$ cat src/mainTypes.sv
/*
 * Shared sizes, memory word types and request/response structs for the SoC top.
 * Every design file refers to these through mainTypes:: scoped names.
 */
`default_nettype none

package mainTypes;

    // Memory geometry
    localparam int ADDR_WIDTH = 10;                     // Word address bits
    localparam int MEM_ENTRY_NUM = 1 << ADDR_WIDTH;     // 1024 words
    localparam int MEM_READ_LATENCY = 2;                // Accept to data, in cycles

    // Access serial numbers
    localparam int SERIAL_WIDTH = 3;                    // Eight ids
    localparam int MAX_IN_FLIGHT = 4;                   // Core read window

    // System level
    localparam int RESET_HOLD = 8;                      // Cycles sysRst outlasts rstN
    localparam int LED_WIDTH = 8;

    typedef logic [ADDR_WIDTH-1:0] MemAddr;
    typedef logic [SERIAL_WIDTH-1:0] MemSerial;

    // One memory word, seen either as a number or as four byte lanes
    typedef union packed {
        logic [31:0] word;                              // Checksum arithmetic
        logic [3:0][7:0] bytes;                         // Lane 0 is least significant
    } MemWord;

    // Client to memory
    typedef struct packed {
        MemAddr addr;
        MemWord wdata;
        logic re;
        logic we;
    } MemRequest;

    // Memory to client, both strobes carry the serial taken at acceptance
    typedef struct packed {
        logic readValid;
        MemWord readData;
        MemSerial readSerial;
        logic writeDone;
        MemSerial writeSerial;
    } MemResponse;

endpackage

`default_nettype wire

$ cat src/resetController.sv
/*
 * Stretches the external active-low reset into the system reset.
 * rstStart marks the final cycle of that reset.
 */
`default_nettype none

module resetController (
    input  logic clk,
    input  logic rstN,
    output logic sysRst,
    output logic rstStart
);

    logic [$clog2(mainTypes::RESET_HOLD+1)-1:0] holdCount;

    // Restart while rstN is low, then count up and stop at RESET_HOLD
    always_ff @(posedge clk) begin
        if (!rstN) begin
            holdCount <= '0;
        end else if (holdCount != mainTypes::RESET_HOLD) begin
            holdCount <= holdCount + 1'b1;
        end
    end

    assign sysRst = (holdCount != mainTypes::RESET_HOLD);

    // Last cycle only if rstN stays high through it
    assign rstStart = rstN && (holdCount == mainTypes::RESET_HOLD - 1);

endmodule

`default_nettype wire

$ cat config.mk
export PLATFORM = sky130hd
export DESIGN_NAME = resetController
export DESIGN_NICKNAME = d
export VERILOG_FILES = /design/src/mainTypes.sv /design/src/resetController.sv
export SDC_FILE = /design/constraint.sdc
export NUM_CORES = 1
export LEC_CHECK = 0
export BUFFER_PORTS_ARGS = -buffer_cell sky130_fd_sc_hd__buf_2
export CAP_MARGIN = 20
export CORE_AREA = 2 2 39 41
export DETAILED_ROUTE_END_ITERATION = 8
export DIE_AREA = 0 0 41 43
export GPL_ROUTABILITY_DRIVEN = 0
export GPL_TIMING_DRIVEN = 1
export HOLD_SLACK_MARGIN = 0.12
export PLACE_DENSITY_LB_ADDON = 0.05
export SETUP_SLACK_MARGIN = 0.5
export SYNTH_ARGS = -nofsm -noshare
export SYNTH_HDL_FRONTEND = slang
export SYNTH_SLANG_ARGS = --single-unit
$ cat constraint.sdc
create_clock -name clk -period 2.4 [get_ports clk]
set_clock_uncertainty 0.1 [all_clocks]
set_input_delay 0.12 -clock clk [delete_from_list [all_inputs] [get_ports clk]]
set_output_delay 0.12 -clock clk [all_outputs]
set_load 0.03 [all_outputs]
# Yosys cells after proc, flatten, opt, wreduce, memory -nomap -nowiden
# Cells that the tools add are included.
[totals] regBits=4 in_bits=2 output_inout_bits=2
[op_classes] addsub=1 n_eq_ne=2 n_reduce_logical=1
[op_table] operator="adder 4 x 1 -> 4 bit, second input constant" n=1
[op_table] operator="equality test 4 x 3 -> 1 bit, second input constant" n=1
[op_table] operator="!= test 4 bit, second input constant" n=1
[op_table] operator="logical AND 1 bit" n=1

# Longest topological paths before layout
[depth] word_depth=2 depth_mapped=5 depth_no_buf=5

# Worst setup path before layout
# No wires, ideal clock.
[synth_path] path_type="register -> register" start="register holdCount[0] (netlist name)" end="register holdCount[0] (netlist name)" arrival_ps=1028 setup_slack_ps=1157 stages_incl_launch_ff=6 n_path_buf=0 period_less_slack_ps=1243 path_cell_list="dfxtp_1 -> inv_1 -> ha_1 -> nand3b_4 -> xnor2_1 -> and2_1"
[synth_between] elab_chain_len=1
[synth_lines] item="from (decl)" line_no="resetController.sv:14" text="logic [$clog2(mainTypes::RESET_HOLD+1)-1:0] holdCount;"
[synth_lines] item="from (signal assigned)" line_no="resetController.sv:21" text="holdCount <= holdCount + 1'b1;"
[synth_lines] item="!= test 4 bit"
[synth_lines] item="net sysRst" line_no="resetController.sv:10" text="output logic sysRst,"
# The timed path passes the listed nets, and every way through them passes these cells.
# A chain may end at the register's enable or synchronous reset.

# Worst setup path after layout
[layout_path] start="register holdCount[0] (netlist name)" end="output sysRst"
[layout_between] elab_chain_len=1
[layout_lines] item="!= test 4 bit" line_no="resetController.sv:25" text="assign sysRst = (holdCount != mainTypes::RESET_HOLD);"
[layout_lines] item="to (decl)" line_no="resetController.sv:10"
# Every way passes these cells.

==> impl_metrics.ini <==
[grt]
overflow = 0
grt_usage = 0.0672
grt_antenna_before_repair = 0
grt_pass1_vias = 189
grt_pass1_wl_um = 745
grt_max_degree = 7

[critical_path]
cpPeakStageDelay_ns = 0.35
r2r_start = holdCount[0]
rr_worst_depth = 5
crit_chain = inv_1 > ha_1 > nand3b_4 > buf_2
path_class = flop to output port
endpoint_kind = output port
start_kind = flop
r2r_slack_ns = 1.18
crit_buf_inv = 2
cp.required_ns = 2.18
critPathSlowestCell = dfxtp_1
crit_family = flip-flops
critical_path_arrival_ns = 1.21
r2r_end = holdCount[0]
path_max_fanout = 4

[power]
p_int_mw = 0.137
clockPowerShare = 0.460
vdd.ir_drop.worst_mv = 0.220
swShare = 0.219
net-switching-power_mw = 0.0384
power_frac_comb = 0.108
power.density_nw_per_um2 = 614
seq_power_share = 0.432
p_leak_nw = 0.129

[synthesis]
post_synth_num_cell_types = 13
ys_seq_area_frac = 0.368
synthAdderAreaFrac = 0.115
ys_ff_latch = 4
avgSynthCellArea_um2 = 9.90
synth_top_family_by_area = simple AND/OR/NAND/NOR gates
synth_mux_area_frac = 0
synth_fp_nets = 26
synth-compound-area-share = 0.0575
syn-cell-area_um2 = 218
yosys.area_share.xor_xnor = 0.0805
syn_inst = 22
yosys.area_share.simple = 0.345
yosys_warnings = 0

[timing]
setup_viol = 0
timing.slew.headroom = 0.858
fmax_mhz = 698
fin_hold_ws_ns = 0.397
min_period_over_period = 0.597
rsz0062_at_grt = false
min_period_ns = 1.43
hold_violations = 0
finalSetupTns_ns = 0
tightestPinTransition_ns = 0.212
final_max_slew_viol_count = 0

[run]
maxCapViolCount = 0

[die]
initial_core_util = 0.157
die_h_um = 43
die_x_um = 41
rows = 14
core-area_um2 = 1380
ios = 4
die-area_um2 = 1760

[drt]
num_vias = 173
drc = 0
first_pass_iters = 2
antenna_left = 0
wl_per_cell_um = 9.47
post_drt_via_cell_ratio = 3.84
totalWireLength_um = 426
drtIter0Drc = 6

[layout]
final_cell_mix = dfxtp_1, clkbuf_4, buf_2
drive_gt1_frac = 0.276
largest_reg_flops = 4
fillers = 154
largestRegisters = holdCount: 4 flops
final_common_cell = dfxtp_1
regMostFlops = holdCount
diodes = 0
num-nets-final = 35
area_growth_pct = 31.0

[cts]
cts_tree = done
cts_root_buf = clkbuf_4
insertion_delay_ns = 0.23
cts_hold_buf = 1
clock_path_buffers = 2
htreeDepth = 1
cts_buffers = 3
cts.repair.resized = 0
clkSinkCount = 4
cts_setup_buffers = 0
clk_pin_slew_ns = 0.04

[hold_path]
worstHoldStart = holdCount[1]
hold-path-cell-count = 2
worstHoldPathType = flop to flop
hold_end = holdCount[1]

[placement]
io_buffers = 3

[run_status]
status = finished clean
==> per-layer routing <==
layer,GRT usage,part of all wire,vias up
met5,0,0,-
met1,0.0609,0.42,82
met2,0.103,0.54,4
li1,-,-,87
met4,0.0400,0,0
met3,0.0471,0.040,0
==> worst max path at each step <==
stage | from | cells past startpoint | slack, ns | end
after floorplan | holdCount[0] | 5 | 1.16 | holdCount[0]
after global placement | holdCount[0] | 5 | 1.19 | holdCount[0]
after detailed placement | holdCount[0] | 5 | 1.16 | holdCount[0]
after CTS | holdCount[0] | 4 | 0.94 | sysRst
after global routing | holdCount[0] | 4 | 0.92 | sysRst
final | holdCount[0] | 4 | 0.97 | sysRst
==> logic make-up after synthesis <==
family	count (synthesis)
and+or+nand+nor	10
DFF	4
buffers and inverters	2
adders and majority gates	2
AOI/OAI and AO/OA	2
xor gates and xnor gates	2
==> worst reg2reg max path: cells and delay by family (launching register included) <==
kind	cells	cell delay, ns
buffers and inverters	1	0.10
DFF	1	0.32
xor gates and xnor gates	1	0.12
adders and majority gates	1	0.22
and+or+nand+nor	2	0.25
==> cells in the mapped netlist <==
master	number	area share
and4b_2	1	0.052
nand2_1	2	0.034
ha_1	2	0.11
xnor2_1	2	0.080
a21boi_0	1	0.034
nand3b_4	1	0.092
nand3_1	2	0.046
o21ai_0	1	0.023
nand2b_1	1	0.029
inv_1	2	0.034
nand3b_1	1	0.034
and2_1	2	0.057
dfxtp_1	4	0.37
==> cell type report <==
class	count	area (um^2)	area share
multi-input cells	16	130	0.456
flip-flops and latches	4	80.1	0.281
repair buffers	4	25.0	0.0877
clock buffers	3	22.5	0.0789
well taps	16	20.0	0.0702
inverters	2	7.51	0.0263
==> stage by stage <==
step / setup WS (ns) / util / area [um^2] / power [mW] / std cells
2_1_floorplan: 1.16 / - / 218 / 0.0891 / 22
5_1_grt: 0.917 / 0.206 / 285 / 0.187 / 45
4_1_cts: 0.937 / 0.206 / 285 / 0.181 / 45
3_3_place_gp: 1.19 / 0.183 / 253 / 0.0945 / 41
3_5_place_dp: 1.16 / 0.183 / 253 / 0.0950 / 41
6_report: 0.968 / 0.206 / 285 / 0.175 / 45
==> power groups by stage <==
stage	registers, mW	clock network, mW	logic [mW]
floorplan	0.0755	0	0.0136
global placement	0.0774	0	0.0172
detailed placement	0.0769	0	0.0181
CTS	0.0760	0.0857	0.0194
global route	0.0762	0.0893	0.0216
finish	0.0757	0.0806	0.0189
(Power assumes the default switching activity.)
