===== src/mainTypes.sv =====
/*
 * Shared sizes, memory word types and request/response structs for the SoC top.
 * Every design file refers to these through mainTypes:: scoped names.
 */
`default_nettype none

package mainTypes;

    // Memory geometry
    localparam int ADDR_WIDTH = 10;                     // Word address bits
    localparam int MEM_ENTRY_NUM = 1 << ADDR_WIDTH;     // 1024 words
    localparam int MEM_READ_LATENCY = 2;                // Accept to data, in cycles

    // Access serial numbers
    localparam int SERIAL_WIDTH = 3;                    // Eight ids
    localparam int MAX_IN_FLIGHT = 4;                   // Core read window

    // System level
    localparam int RESET_HOLD = 8;                      // Cycles sysRst outlasts rstN
    localparam int LED_WIDTH = 8;

    typedef logic [ADDR_WIDTH-1:0] MemAddr;
    typedef logic [SERIAL_WIDTH-1:0] MemSerial;

    // One memory word, seen either as a number or as four byte lanes
    typedef union packed {
        logic [31:0] word;                              // Checksum arithmetic
        logic [3:0][7:0] bytes;                         // Lane 0 is least significant
    } MemWord;

    // Client to memory
    typedef struct packed {
        MemAddr addr;
        MemWord wdata;
        logic re;
        logic we;
    } MemRequest;

    // Memory to client, both strobes carry the serial taken at acceptance
    typedef struct packed {
        logic readValid;
        MemWord readData;
        MemSerial readSerial;
        logic writeDone;
        MemSerial writeSerial;
    } MemResponse;

endpackage

`default_nettype wire


===== src/programLoader.sv =====
/*
 * Fills memory from a byte stream: a two-byte word count, then words lane 0 first.
 * Word k goes to address k and loaded rises once every write is acknowledged.
 */
`default_nettype none

module programLoader (
    input  logic clk,
    input  logic rst,
    input  logic [7:0] byteData,
    input  logic byteValid,
    input  logic busy,
    input  logic writeDone,
    output mainTypes::MemRequest req,
    output mainTypes::MemAddr wordCount,
    output logic loaded
);

    logic [1:0] headerBytes;        // 2 once the count is complete
    logic [1:0] lane;               // Next byte lane to fill
    mainTypes::MemWord wordBuf;
    mainTypes::MemAddr wordAddr;
    mainTypes::MemAddr ackCount;
    logic writePending;
    logic takeByte;
    logic headerDone;
    mainTypes::MemAddr fullCount;

    assign takeByte = byteValid && !loaded;
    assign headerDone = headerBytes[1];

    // Count value as it becomes when the high byte is taken
    // High byte bits above the address width are dropped
    assign fullCount = {byteData[mainTypes::ADDR_WIDTH-9:0], wordCount[7:0]};

    assign req = '{addr: wordAddr, wdata: wordBuf, re: 1'b0, we: writePending};

    // Word assembly, one lane per data byte
    always_ff @(posedge clk) begin
        if (takeByte && headerDone) begin
            wordBuf.bytes[lane] <= byteData;
        end
    end

    always_ff @(posedge clk) begin
        if (rst) begin
            headerBytes <= '0;
            lane <= '0;
            wordAddr <= '0;
            ackCount <= '0;
            writePending <= 1'b0;
            wordCount <= '0;
            loaded <= 1'b0;
        end else begin
            if (takeByte && !headerDone) begin
                headerBytes <= headerBytes + 1'b1;
                if (headerBytes == 2'd0) begin
                    wordCount[7:0] <= byteData;             // Low byte first
                end else begin
                    wordCount[mainTypes::ADDR_WIDTH-1:8] <= byteData[mainTypes::ADDR_WIDTH-9:0];
                    if (fullCount == '0) begin
                        loaded <= 1'b1;                     // Empty image
                    end
                end
            end else if (takeByte) begin
                lane <= lane + 1'b1;
                if (lane == 2'd3) begin
                    writePending <= 1'b1;                   // Word complete
                end
            end

            // Held until the memory takes it
            if (writePending && !busy) begin
                writePending <= 1'b0;
                wordAddr <= wordAddr + 1'b1;
            end

            if (writeDone && !loaded) begin
                ackCount <= ackCount + 1'b1;
                if (ackCount == wordCount - 1'b1) begin
                    loaded <= 1'b1;
                end
            end
        end
    end

endmodule

`default_nettype wire


===== config.mk =====
export PLATFORM = sky130hd
export DESIGN_NAME = programLoader
export DESIGN_NICKNAME = d
export VERILOG_FILES = /design/src/mainTypes.sv /design/src/programLoader.sv
export SDC_FILE = /design/constraint.sdc
export NUM_CORES = 1
export LEC_CHECK = 0
export BUFFER_PORTS_ARGS = -buffer_cell sky130_fd_sc_hd__buf_2
export CAP_MARGIN = 20
export CORE_AREA = 2 2 81 83
export DETAILED_ROUTE_END_ITERATION = 6
export DIE_AREA = 0 0 83 85
export GPL_TIMING_DRIVEN = 0
export HOLD_SLACK_MARGIN = 0.02
export PLACE_DENSITY = 0.82
export SLEW_MARGIN = 25
export SYNTH_ARGS = -nofsm -noshare
export SYNTH_HDL_FRONTEND = slang
export SYNTH_SLANG_ARGS = --single-unit

===== constraint.sdc =====
create_clock -name clk -period 2.3 [get_ports clk]
set_input_delay 0.23 -clock clk [delete_from_list [all_inputs] [get_ports clk]]
set_output_delay 0.23 -clock clk [all_outputs]
set_load 0.02 [all_outputs]

; Word level (Yosys, flattened, before mapping)
; Cells that the tools add are included.
[classes]
add_sub_neg = 5
n_lt_le_gt_ge = 2
eq_ne = 2
muxes = 8
bitwise = 2
n_reduce_logical = 16
[op_table]
columns = cell, count
row1 = $bwmux 32, 1
row2 = $add 10x1->10 const B, 2
row3 = $demux 8 s2, 1
row4 = $eq 10x10->1, 1
row5 = $logic_not 10->1, 1
row6 = $sub 10x1->10 const B, 1
row7 = $mux 8, 1
row8 = $logic_and 1x1->1, 6
row9 = $reduce_and 2->1, 3
row10 = $mux 1, 5
row11 = $add 2x1->2 const B, 2
row12 = $logic_not 1->1, 3
row13 = $lt 2x3->1 const B, 1
row14 = $reduce_and 3->1, 1
row15 = $eq 2x2->1 const B, 1
row16 = $ge 2x1->1 const B, 1
row17 = $logic_not 2->1, 1
row18 = $not 1->1, 2
row19 = $reduce_or 2->1, 1
[word_totals]
register_bits = 68
out_inout_bits = 55
wordCells = 44

; Depth between registers and ports, before layout
[depth]
depth_word = 6
depth_mapped = 9
depth_no_buf = 7

; Worst setup path after synthesis
; Ideal clock, no wire load.
[synth_timing]
path_type = register to register
from = register wordCount[0]
to = register loaded
setup_ps = 92
t_arrival_ps = 2107
t_required_ps = 2208
path_slack_ps = 101
stages_incl_launch_ff = 10
path_buffers = 2
period_less_slack_ps = 2199
cell_sequence = dfxtp_1 inv_1 ha_1 buf_4 or4b_1 buf_2 a2111o_1 a221oi_2 nor3_1 o32ai_1
[synth_between]
elab_chain_len = 6
word_cells_on_any_way = 8
cone_classes = add/sub: 1 / eq/ne: 1 / mux: 5 / reduce/logical: 1
[synth_lines]
columns = element, line_no
row1 = from (decl), programLoader.sv:15  ; output mainTypes::MemAddr wordCount,
row2 = from (signal assigned), programLoader.sv:58  ; wordCount[7:0] <= byteData;
row3 = "from (signal, indexed assignment)", programLoader.sv:60  ; wordCount[mainTypes::ADDR_WIDTH-1:8] <= byteData[mainTypes::ADDR_WIDTH-9:0];
row4 = branches (longest 5 deep; another with $sub 10x1->10), -
row5 = $mux 1 (*), programLoader.sv:78  ; if (writeDone && !loaded) begin
row6 = to (signal assigned), programLoader.sv:53  ; loaded <= 1'b0;
row7 = to (signal assigned), programLoader.sv:62  ; loaded <= 1'b1;
row8 = to (signal assigned), programLoader.sv:81  ; loaded <= 1'b1;
row9 = to (decl), programLoader.sv:16  ; output logic loaded
; Every way passes the cells marked *.
; A chain may end at the register's enable or synchronous reset.

; Worst setup path in the final report
; Ends and elaborated chain as after synthesis.

==> impl_metrics.sql <==
INSERT INTO impl_metrics (metric_group, metric, value, unit) VALUES
('cts', 'ctsRootBufferMaster', 'clkbuf_8', ''),
('detailed_routing', 'drtAntennaViolNets', '0', ''),
('global_routing', 'globalRoute.totalOverflow', '0', ''),
('sta', 'fin_crit_sh', '94.66', '%'),
('yosys', 'synth-compound-area-share', '5.046', '%'),
('setup_path', 'timing.critical_path.from_type', 'flop', ''),
('sta', 'max_freq', '459.3', 'MHz'),
('cts', 'cts_tree', 'built', ''),
('placed_design', 'placedInstanceArea', '3273', 'µm²'),
('placed_design', 'routabilityCongestion', '0.8332', ''),
('cells_and_area', 'final_cell_area', '3523', 'µm²'),
('floorplanning', 'initial_util', '45.96', '%'),
('floorplanning', 'number_of_top_level_pins', '68', ''),
('sta', 'period_needed', '2.177', 'ns'),
('yosys', 'cell_with_the_most_instances_after_synthesis', 'nor2_1', ''),
('sta', 'slew_at_the_pin_with_the_worst_max_slew_slack', '0.7788', 'ns'),
('yosys', 'synth.mux.area_fraction', '3.510', '%'),
('detailed_routing', 'vias_per_cell', '5.111', ''),
('yosys', 'synth_top_family_by_area', 'simple AND/OR/NAND/NOR gates', ''),
('yosys', 'synth.net_count', '274', ''),
('setup_path', 'critical_path_peak_fanout', '5', ''),
('yosys', 'synth_area_per_cell', '11.27', 'µm²'),
('sta', 'maxSlewViolCount', '0', ''),
('yosys', 'synth-simple-area-share', '15.62', '%'),
('setup_path', 'worstPathRequired', '2.57', 'ns'),
('cells_and_area', 'layout-area-overhead-vs-synth', '23.56', '%'),
('cts', 'tritoncts_num_sinks', '68', ''),
('sta', 'max_clock_skew', '0.006846', 'ns'),
('power_and_ir_drop', 'worst_ir_drop_vdd', '0.0003882', 'V'),
('setup_path', 'endpoint_kind', 'flop', ''),
('setup_path', 'timing.critical_path.arrival', '2.44', 'ns'),
('yosys', 'synth_seq_cells', '68', ''),
('global_routing', 'grt_max_degree', '14', ''),
('global_routing', 'number_of_global_route_vias_before_repair', '2005', ''),
('detailed_routing', 'firstDrtPassIters', '4', ''),
('setup_path', 'master_of_the_slowest_instance_on_the_critical_path', 'or4b_1', ''),
('cts', 'clk_latency', '0.36', 'ns'),
('cells_and_area', 'nets', '352', ''),
('yosys', 'distinct_cells_synth', '36', ''),
('yosys', 'synthDominantAreaCellType', 'edfxtp_1', ''),
('sta', 'fin_setup_tns', '0', 'ns'),
('cts', 'numCtsBuffers', '9', ''),
('detailed_routing', 'route.final.wire_length', '5.978', 'mm'),
('cts', 'clock_tree.htree_level_count', '3', ''),
('sta', 'slew-limit-headroom', '47.97', '%'),
('power_and_ir_drop', 'power_per_cell_area', '819.2', 'nW/µm²'),
('detailed_routing', 'drt_first_iter_violations', '110', ''),
('sta', 'grt_setup_unrepaired', 'no', ''),
('outcome', 'status', 'complete, no violations', ''),
('yosys', 'synth.yosys.warnings', '0', ''),
('global_routing', 'grt_use_total', '17.51', '%'),
('cts', 'path_clk_slew', '0.08', 'ns'),
('floorplanning', 'die_h', '85', 'µm'),
('yosys', 'yosys.area_share.xor_xnor', '10.14', '%'),
('sta', 'setup_violations', '0', ''),
('placed_design', 'placement.io_buffers', '65', ''),
('cells_and_area', 'antennaDiodeCount', '0', ''),
('yosys', 'netlist_instances', '253', ''),
('yosys', 'synth.top_cell.area_share', '33.70', '%'),
('setup_path', 'crit_path_max_cell_delay', '0.42', 'ns'),
('yosys', 'synth-main-ff-cell', 'dfxtp_1', ''),
('yosys', 'post_synth_most_frequent_cells', 'nor2_1 (42), dfxtp_1 (36), edfxtp_1 (32)', ''),
('yosys', 'post_synth_fa_ha_maj_area_fraction', '3.510', '%'),
('yosys', 'synth_enable_flop_cells', '32', ''),
('setup_path', 'worst-r2r-cell-count', '9', ''),
('hold_path', 'hold_path_class', 'in -> reg', ''),
('global_routing', 'global_route_wire_length_before_repair', '9.611', 'mm'),
('detailed_routing', 'wl_per_cell', '14.47', 'µm'),
('floorplanning', 'core_box_area', '6205', 'µm²'),
('cells_and_area', 'share_of_final_layout_standard_cells_stronger_than_drive_strength_1', '27.08', '%'),
('yosys', 'post_synth_main_area_contributors', 'edfxtp_1 (34%), dfxtp_1 (25%), nor2_1 (5.5%), xor2_1 (5.5%), xnor2_1 (4.6%)', '');
[registers in the layout, indices dropped and copies added (netlist names)]
| signal | cells |
|---|---|
| headerBytes | 2 |
| wordCount | 10 |
| wordAddr | 10 |
| writePending | 1 |
| loaded | 1 |
| ackCount | 10 |
| lane | 2 |
| wordBuf | 32 |
[what timing repair did]
action | in CTS | in global routing
buffers inserted | 0 | 2
hold buffers | 0 | 0
setup endpoints to repair | 1 | 1
gates resized for setup | 1 | 5
pin swaps | 0 | 1
[area by class of cell]
cell class / count / area (µm²)
plain buffers: 12 / 63.81
clock buffers: 9 / 123.9
clock inverters: 7 / 98.84
fillers: 517 / 2681
inverters: 8 / 30.03
multi-input cells: 165 / 1085
flip-flops and latches: 68 / 1685
well taps: 77 / 96.34
repair buffers: 67 / 340.3
[path summary, 6_finish.rpt]
path	slack (ns)	end	startpoint
worst min register to register	0.52	headerBytes[1]	headerBytes[1]
worst min-delay path	0.11	wordBuf[3]	byteData[3]
worst max register to register	0.12	loaded	wordCount[0]
worst max-delay path	0.12	loaded	wordCount[0]
[placed cells by master, fill, tap and decap left out, drive strengths merged, types with 2 or more instances in the layout]
| master | Yosys | final |
|---|---|---|
| o21ai | 3 | 3 |
| xor2 | 18 | 18 |
| buf | 5 | 72 |
| and3 | 7 | 7 |
| a21oi | 7 | 7 |
| nor3b | 3 | 3 |
| clkbuf | 7 | 16 |
| a31oi | 3 | 3 |
| and4 | 2 | 2 |
| o31ai | 2 | 2 |
| or3 | 2 | 2 |
| xnor2 | 15 | 15 |
| nor2 | 42 | 42 |
| inv | 8 | 9 |
| nor2b | 3 | 3 |
| nand2 | 13 | 13 |
| ha | 8 | 8 |
| edfxtp | 32 | 32 |
| nor3 | 4 | 4 |
| clkinv | 0 | 3 |
| and2 | 5 | 5 |
| dfxtp | 36 | 36 |
| mux2i | 10 | 10 |
| nor4b | 2 | 2 |
| nand4 | 2 | 2 |
| nand3 | 5 | 5 |
| bufinv | 0 | 2 |
[per-layer routing]
metal | vias up | track usage (%) | routed length [µm]
li1 | 1027 | - | -
met1 | 981 | 20.41 | 2400
met2 | 88 | 30.57 | 3017
met3 | 15 | 3.891 | 425
met4 | 0 | 8.644 | 134
met5 | - | 0 | 0
[metrics by stage]
step	cells	utilization [%]	total power [mW]	hold slack (ns)	setup WS, ns
detailed placement	395	52.75	1.794	0.4770	0.01879
global route	413	56.79	2.995	0.1197	0.006436
floorplan	253	-	1.683	0.3289	0.1005
CTS	411	56.36	2.878	0.1071	0.01646
global placement	395	52.75	1.778	0.4673	0.06182
finish	413	56.79	2.886	0.1101	0.1229
[report_power, final]
group | internal, mW | switching [mW] | total (mW) | leakage (nW)
clock network | 0.615 | 0.481 | 1.10 | 0.110
logic | 0.189 | 0.248 | 0.437 | 0.754
registers | 1.31 | 0.0437 | 1.35 | 0.581
[cell families (layout without fill, tap and decap cells)]
logic type / after synthesis / in the layout
AND/OR/NAND/NOR: 92 / 92
AO/OA/AOI/OAI: 21 / 21
other: 1 / 1
flip-flops: 68 / 68
XOR/XNOR: 33 / 33
adder cells (fa/ha/maj): 8 / 8
buffers and inverters: 20 / 103
multiplexers: 10 / 10
[worst max-delay path, delay by kind of cell, from the launching register on]
kind | cells | cell delay, ns
buffers and inverters | 3 | 0.33
AOI/OAI and AO/OA | 3 | 0.72
adders and majority gates | 1 | 0.17
DFF | 1 | 0.37
and+or+nand+nor | 2 | 0.50
Note: power is estimated with default switching activity, not from simulation.
