File: src/mainTypes.sv
/*
 * Shared sizes, memory word types and request/response structs for the SoC top.
 * Every design file refers to these through mainTypes:: scoped names.
 */
`default_nettype none

package mainTypes;

    // Memory geometry
    localparam int ADDR_WIDTH = 10;                     // Word address bits
    localparam int MEM_ENTRY_NUM = 1 << ADDR_WIDTH;     // 1024 words
    localparam int MEM_READ_LATENCY = 2;                // Accept to data, in cycles

    // Access serial numbers
    localparam int SERIAL_WIDTH = 3;                    // Eight ids
    localparam int MAX_IN_FLIGHT = 4;                   // Core read window

    // System level
    localparam int RESET_HOLD = 8;                      // Cycles sysRst outlasts rstN
    localparam int LED_WIDTH = 8;

    typedef logic [ADDR_WIDTH-1:0] MemAddr;
    typedef logic [SERIAL_WIDTH-1:0] MemSerial;

    // One memory word, seen either as a number or as four byte lanes
    typedef union packed {
        logic [31:0] word;                              // Checksum arithmetic
        logic [3:0][7:0] bytes;                         // Lane 0 is least significant
    } MemWord;

    // Client to memory
    typedef struct packed {
        MemAddr addr;
        MemWord wdata;
        logic re;
        logic we;
    } MemRequest;

    // Memory to client, both strobes carry the serial taken at acceptance
    typedef struct packed {
        logic readValid;
        MemWord readData;
        MemSerial readSerial;
        logic writeDone;
        MemSerial writeSerial;
    } MemResponse;

endpackage

`default_nettype wire

File: src/checksumCore.sv
/*
 * Memory client in place of the core: streams reads of the loaded image, matches
 * responses by serial, sums rotated words, then stores and sends the checksum.
 */
`default_nettype none

module checksumCore (
    input  logic clk,
    input  logic rst,
    input  logic busy,
    input  mainTypes::MemSerial nextReadSerial,
    input  mainTypes::MemResponse resp,
    output mainTypes::MemRequest req,
    input  mainTypes::MemAddr wordCount,
    output logic serialWE,
    output logic [7:0] serialWriteData,
    input  logic serialReady,
    output logic [mainTypes::LED_WIDTH-1:0] ledOut,
    output logic done
);

    mainTypes::MemAddr issueCount;                  // Reads accepted so far
    mainTypes::MemAddr respCount;                   // Read data received so far
    logic [$clog2(mainTypes::MAX_IN_FLIGHT+1)-1:0] outstanding;
    mainTypes::MemAddr addrTable [1 << mainTypes::SERIAL_WIDTH];
    mainTypes::MemAddr respAddr;
    mainTypes::MemWord checksum;
    mainTypes::MemAddr lastAddr;                    // Shown on the LEDs
    logic writeIssued;
    logic writeAcked;
    logic [2:0] sendLane;                           // 4 once all bytes are out
    logic readAccept;
    logic writeAccept;
    logic byteSent;

    function automatic logic [31:0] rotateLeft(input logic [31:0] value,
                                               input logic [4:0] amount);
        logic [63:0] doubled;
        doubled = {value, value} << amount;
        return doubled[63:32];
    endfunction

    always_comb begin
        req.addr = issueCount;
        req.wdata = checksum;
        req.re = (issueCount != wordCount) && (outstanding < mainTypes::MAX_IN_FLIGHT);
        req.we = 1'b0;
        // All reads are back by now, so re is already low
        if (respCount == wordCount && !writeIssued) begin
            req.addr = wordCount;
            req.we = 1'b1;
        end
    end

    assign readAccept = req.re && !busy;
    assign writeAccept = req.we && !busy;
    assign byteSent = serialWE && serialReady;
    assign respAddr = addrTable[resp.readSerial];

    // Remember which address each read id belongs to
    always_ff @(posedge clk) begin
        if (readAccept) begin
            addrTable[nextReadSerial] <= issueCount;
        end
    end

    always_ff @(posedge clk) begin
        if (rst) begin
            issueCount <= '0;
            respCount <= '0;
            outstanding <= '0;
            checksum <= '0;
            lastAddr <= '0;
            writeIssued <= 1'b0;
            writeAcked <= 1'b0;
            sendLane <= '0;
        end else begin
            if (readAccept) begin
                issueCount <= issueCount + 1'b1;
            end
            outstanding <= outstanding + readAccept - resp.readValid;

            if (resp.readValid) begin
                respCount <= respCount + 1'b1;
                checksum.word <= checksum.word + rotateLeft(resp.readData.word, respAddr[4:0]);
                lastAddr <= respAddr;
            end

            if (writeAccept) begin
                writeIssued <= 1'b1;
            end
            if (resp.writeDone && writeIssued) begin
                writeAcked <= 1'b1;
            end

            if (byteSent) begin
                sendLane <= sendLane + 1'b1;
            end
        end
    end

    // Byte held steady until serialReady takes it
    assign serialWE = writeAcked && !sendLane[2];
    assign serialWriteData = checksum.bytes[sendLane[1:0]];
    assign done = sendLane[2];

    assign ledOut = lastAddr[mainTypes::LED_WIDTH-1:0];

endmodule

`default_nettype wire

File: config.mk
export PLATFORM = sky130hd
export DESIGN_NAME = checksumCore
export DESIGN_NICKNAME = d
export VERILOG_FILES = /design/src/mainTypes.sv /design/src/checksumCore.sv
export SDC_FILE = /design/constraint.sdc
export NUM_CORES = 1
export LEC_CHECK = 0
export BUFFER_PORTS_ARGS = -buffer_cell sky130_fd_sc_hd__clkbuf_2
export CAP_MARGIN = 40
export CORE_MARGIN = 2
export CORE_UTILIZATION = 60
export DETAILED_ROUTE_END_ITERATION = 6
export GPL_TIMING_DRIVEN = 1
export PLACE_DENSITY = 0.89
export SLEW_MARGIN = 25
export SYNTH_ARGS = -nofsm -noshare
export SYNTH_HDL_FRONTEND = slang
export SYNTH_SLANG_ARGS = --single-unit
File: constraint.sdc
create_clock -name clk -period 8.76 [get_ports clk]
set_clock_uncertainty 0.1 [all_clocks]
set_input_delay 0.438 -clock clk [delete_from_list [all_inputs] [get_ports clk]]
set_output_delay 0.438 -clock clk [all_outputs]
set_load 0.01 [all_outputs]
Yosys cells after proc, flatten, opt, wreduce, memory -nomap -nowiden
Memories as Yosys holds them, arrays and structs flattened.
Index checks and enable logic that the tools add are counted.
Storage, ports and cells
  register bits after elaboration: 68
  bits in latches: 0
  bits in writable memories: 80
  bits in read-only memories: 0
  input bits: 57
  logic and storage cells: 36
  memories: 1
Memory list
  addrTable: words 8, bits a word 10, rd ports 1, clocked after memory_dff 0, wr ports 1, line checksumCore.sv:25  | mainTypes::MemAddr addrTable [1 << mainTypes::SERIAL_WIDTH];
Cells by class
  add/sub/neg operators: 6
  multipliers: 0
  div/mod/pow operators: 0
  magnitude comparators: 2
  equal/unequal tests: 2
  shift operators: 1
  multiplexer cells: 6
  bitwise operators: 0
  reduce and logical (&&, ||, !) cells: 10
Operators with widths (count)
  64-bit by 5-bit << shifter with 64-bit output: 1
  32-bit adder: 1
  10-bit by 1-bit adder with 10-bit output, second input constant: 2
  8-bit binary-select mux with 2-bit select: 1
  10-bit equality test: 1
  10-bit two-way mux: 1
  10-bit inequality test: 1
  8-bit two-way mux: 1
  1-bit logical AND: 7
  3-bit by 1-bit adder with 3-bit output: 1
  3-bit by 1-bit adder with 3-bit output, second input constant: 1
  1-bit logical NOT: 3
  2-bit by 3-bit less-than comparator with 1-bit output, second input constant: 1
  3-bit less-than comparator, second input constant: 1
  1-bit two-way mux: 3
  3-bit by 1-bit subtractor with 3-bit output: 1

Depth between registers and ports, before layout
  depth after elaboration: 5
  gate-level depth with buffers: 22
  gate-level depth less buffers: 20

Least setup slack after synthesis
Ideal clock, no wire load.
  kind: in2reg
  start: input resp[4] (netlist bit)
  end: register checksum[30] (netlist bit)
  setup time: 0.127 ns
  arrival: 4.701 ns
  data required time: 8.533 ns
  setup slack: 3.832 ns
  cell stages on the path: 21
  cells stage by stage: buf_2 -> buf_2 -> mux4_2 -> mux2i_1 -> clkbuf_1 -> mux2i_1 -> mux2i_1 -> nand2_1 -> nand2_1 -> ha_1 -> inv_1 -> fa_1 -> nor2b_1 -> o21ai_1 -> a21oi_1 -> o21ai_1 -> a2111oi_0 -> a2111oi_1 -> o31ai_2 -> a311o_1 -> o211ai_1
On the way
  cells in the longest elaborated chain, start to end: 3
RTL lines
  start, declared: line checksumCore.sv:12  | input mainTypes::MemResponse resp,
  memory 8 x 10 bit
  64-bit by 5-bit << shifter with 64-bit output: line checksumCore.sv:39  | doubled = {value, value} << amount;
  32-bit adder: line checksumCore.sv:85  | checksum.word <= checksum.word + rotateLeft(resp.readData.word, respAddr[4:0]);
  end, declared: line checksumCore.sv:27  | mainTypes::MemWord checksum;
Every way passes these cells.
A chain may end at the register's enable or synchronous reset.

Worst setup path in the final report
  start: input resp[5] (netlist bit)
  end: register checksum[31] (netlist bit)
Same word-level chain as after synthesis.

==> flow_summary.json <==
{
  "status": "finished clean",
  "track_usage_pct": 30.9,
  "slew_viol_final": 0,
  "root_buffer": "clkbuf_16",
  "grt_max_degree": 78,
  "ys_ff_latch": 132,
  "slew_headroom_pct": 32.5,
  "drt-initial-drc-count": 1004,
  "crit_path_start_kind": "input port",
  "avgSynthCellArea_um2": 9.85,
  "antenna_found_initial": 0,
  "ff2ff_path_depth": 20,
  "grt_pass1_wl_um": 38400,
  "ys_types": 61,
  "worstSetupPathType": "in2reg",
  "intPower_mw": 1.66,
  "first_pass_iters": 6,
  "die_area_mm2": 0.0159,
  "cts_resized": 0,
  "cpPeakStageDelay_ns": 0.91,
  "initial_core_util_pct": 61.6,
  "cts_hold_buf": 0,
  "wl_per_cell_um": 20.5,
  "cts_tree": "yes",
  "ios": 119,
  "hold_path_end": "writeAcked$_SDFFE_PP0P_",
  "hold_viol": 0,
  "p_clk_share_pct": 25.4,
  "cts_made_buffers": 17,
  "finalCritPeriodShare_pct": 72.1,
  "syn_to_final_growth_pct": 15.1,
  "gr-total-overflow": 0,
  "sw_frac_of_total_pct": 39.9,
  "netlist.area_leader.share_pct": 21.5,
  "yosys-top-cells-area": "edfxtp_1 21%, mux2i_1 16%, dfxtp_1 15%, mux4_2 6.0%, nand2_1 5.7%",
  "vias_per_cell": 6.40,
  "path_cells": "clkbuf_2 -> mux4_2 -> mux2i_4 -> buf_8 -> buf_4 -> mux2i_1 -> nor2b_1 -> a211oi_1 -> a21oi_1 -> a21oi_1 -> mux2_2 -> ha_1 -> and2_1 -> nand3_1 -> a2111oi_0 -> o21ai_0 -> a31oi_1 -> a41oi_1 -> nor4b_1 -> mux2i_1 -> nand4_1",
  "dp_hpwl_um": 16700,
  "synth_ff_type": "dfxtp_1",
  "fill_cells": 981,
  "setup_viol": 0,
  "clockBufferDepth": 2,
  "worst_slew_pin_slew_ns": 0.987,
  "multiInputGateArea_mm2": 0.00541,
  "syn_nets": 1007,
  "setup-tns-final_ns": 0,
  "yosysSeqAreaShare_pct": 36.7,
  "drive_gt1_share_pct": 19.6,
  "min_path_cells": 3,
  "cts_sinks": 132,
  "post_cts_buffers": 0,
  "first_global_vias": 7241,
  "die_w_um": 126,
  "synthArstFlopShare_pct": 0,
  "clk_latency_ns": 0.43,
  "reg2reg_to": "checksum[31]$_SDFFE_PP0P_",
  "diodes": 0,
  "synth_largest_area_cell": "edfxtp_1",
  "place.gp.congestion": 1.01,
  "combinationalPowerShare_pct": 43.7,
  "clock.fmax_mhz": 158,
  "critPathRequiredTime_ns": 9.03,
  "ant_nets": 0,
  "via_count": 7754,
  "synth_edf_count": 64,
  "p_seq_share_pct": 30.9,
  "core_mm2": 0.0145,
  "worst_hold_startpoint": "resp[3]",
  "synth_cells": 909,
  "clkTransAtPathRegs_ns": 0.06,
  "wirelength_um": 24900,
  "nNetsFinal": 1113,
  "critPathMaxFanout": 18,
  "power_density_mw_per_mm2": 268,
  "reg2reg_from": "addrTable[6][1]$_DFFE_PP_",
  "hold_path.class": "in2reg",
  "drc_errors": 0,
  "power_mw": 2.77,
  "vdd_ir_drop_max_mv": 0.145,
  "yosys.cell_count.top_type": "mux2i_1",
  "syn_area_mm2": 0.00895,
  "period_needed_ns": 6.32,
  "htreeDepth": 4,
  "seq_area_mm2": 0.00328,
  "rows": 44,
  "rrSetupSlack_ns": 2.55,
  "die_h_um": 126,
  "crit_path_top_delay_cell": "a2111oi_0",
  "worstSetupEndpointType": "flip-flop",
  "cp_data_arrival_time_ns": 6.58,
  "synthTopCellsByCount": "144 x mux2i_1, 136 x nand2_1, 79 x nor2_1",
  "p_switching_mw": 1.10,
  "rsz0062_at_grt": "no",
  "yosysWarnings": 0,
  "leakagePower_nw": 4.83,
  "port_buffers": 115,
  "drv_cap": 0
}
-- power by group through the flow --
| stage | Clock, mW | Combinational [mW] | Sequential [mW] |
|---|---|---|---|
| finish | 0.702 | 1.21 | 0.853 |
| global route | 0.732 | 1.32 | 0.859 |
| CTS | 0.705 | 1.18 | 0.845 |
| detailed placement | 0 | 1.14 | 0.855 |
| global placement | 0 | 1.10 | 0.853 |
| floorplan | 0 | 0.835 | 0.842 |
-- how the worst max path moves through the flow --
stage	cells past startpoint	start	slack, ns	to
floorplan	21	resp[4]	3.83	checksum[30]$_SDFFE_PP0P_
global placement	20	resp[5]	2.19	checksum[31]$_SDFFE_PP0P_
detailed placement	21	resp[5]	2.41	checksum[31]$_SDFFE_PP0P_
CTS	21	resp[5]	2.73	checksum[31]$_SDFFE_PP0P_
global route	21	resp[5]	2.28	checksum[31]$_SDFFE_PP0P_
finish	21	resp[5]	2.44	checksum[31]$_SDFFE_PP0P_
-- cells by family after synthesis --
kind of cell	after synthesis	share of synthesized area, %
compound gates	135	10.0
fa+ha+maj	41	5.90
mux	176	23.4
buf+inv	64	3.06
simple gates	299	14.9
flops	132	36.7
xor+xnor	62	6.07
-- metrics by stage --
stage	instance area, um2	utilization (%)	cells	setup WS (ns)	hold WS [ns]
floorplan	8950	-	909	3.83	0.362
global placement	9650	66.4	1175	2.19	0.373
detailed placement	9670	66.5	1176	2.41	0.377
CTS	10200	70.5	1208	2.73	0.142
global route	10300	70.9	1212	2.28	0.177
finish	10300	70.9	1212	2.44	0.144
-- layer usage --
layer	track usage, %	share of wire, %	up-vias
li1	-	-	3527
met1	39.8	39	3637
met2	50.7	48	500
met3	6.63	9.3	90
met4	13.0	3.9	0
met5	0	0	-
-- registers in the layout (all words and copies together) (netlist names) --
signal and cells:
lastAddr 8, writeAcked 1, outstanding 3, addrTable 64
checksum 32, respCount 10, sendLane 3, writeIssued 1
issueCount 10
-- critical path: cells and delay by family --
| family | cells | cell delay [ns] |
|---|---|---|
| AOI/OAI and AO/OA | 7 | 2.20 |
| adders and majority gates | 1 | 0.34 |
| and+or+nand+nor | 5 | 0.92 |
| muxes | 5 | 1.81 |
| buffers and inverters | 3 | 0.83 |
-- final cells by class --
| type | instances | share of cell area (%) |
|---|---|---|
| tap | 184 | 2.23 |
| clock buffer | 18 | 4.17 |
| inverter | 22 | 0.801 |
| clock inverter | 14 | 1.45 |
| multi-input combinational | 713 | 52.5 |
| sequential | 132 | 31.9 |
| timing repair buffer | 129 | 6.95 |
-- placed cells by master, fill, tap and decap left out, drive strengths merged, types with 4 or more instances in the layout --
master,netlist,final
a211oi,16,16
mux2,6,6
a31oi,8,8
nor3,8,8
nor2b,9,9
xor2,40,40
a21o,13,13
dfxtp,68,68
clkbuf,21,133
ha,39,39
nor2,79,79
nand2,136,136
nand3,16,16
mux2i,146,146
a22oi,8,8
o21ai,16,16
and3,9,9
nand2b,9,9
xnor2,22,22
edfxtp,64,64
inv,22,27
nand3b,5,5
and2,5,5
nor4,4,4
buf,21,14
a21oi,41,41
o31ai,4,4
nor3b,5,5
mux4,24,24
clkinv,0,5
Note: power is estimated with default switching activity, not from simulation.
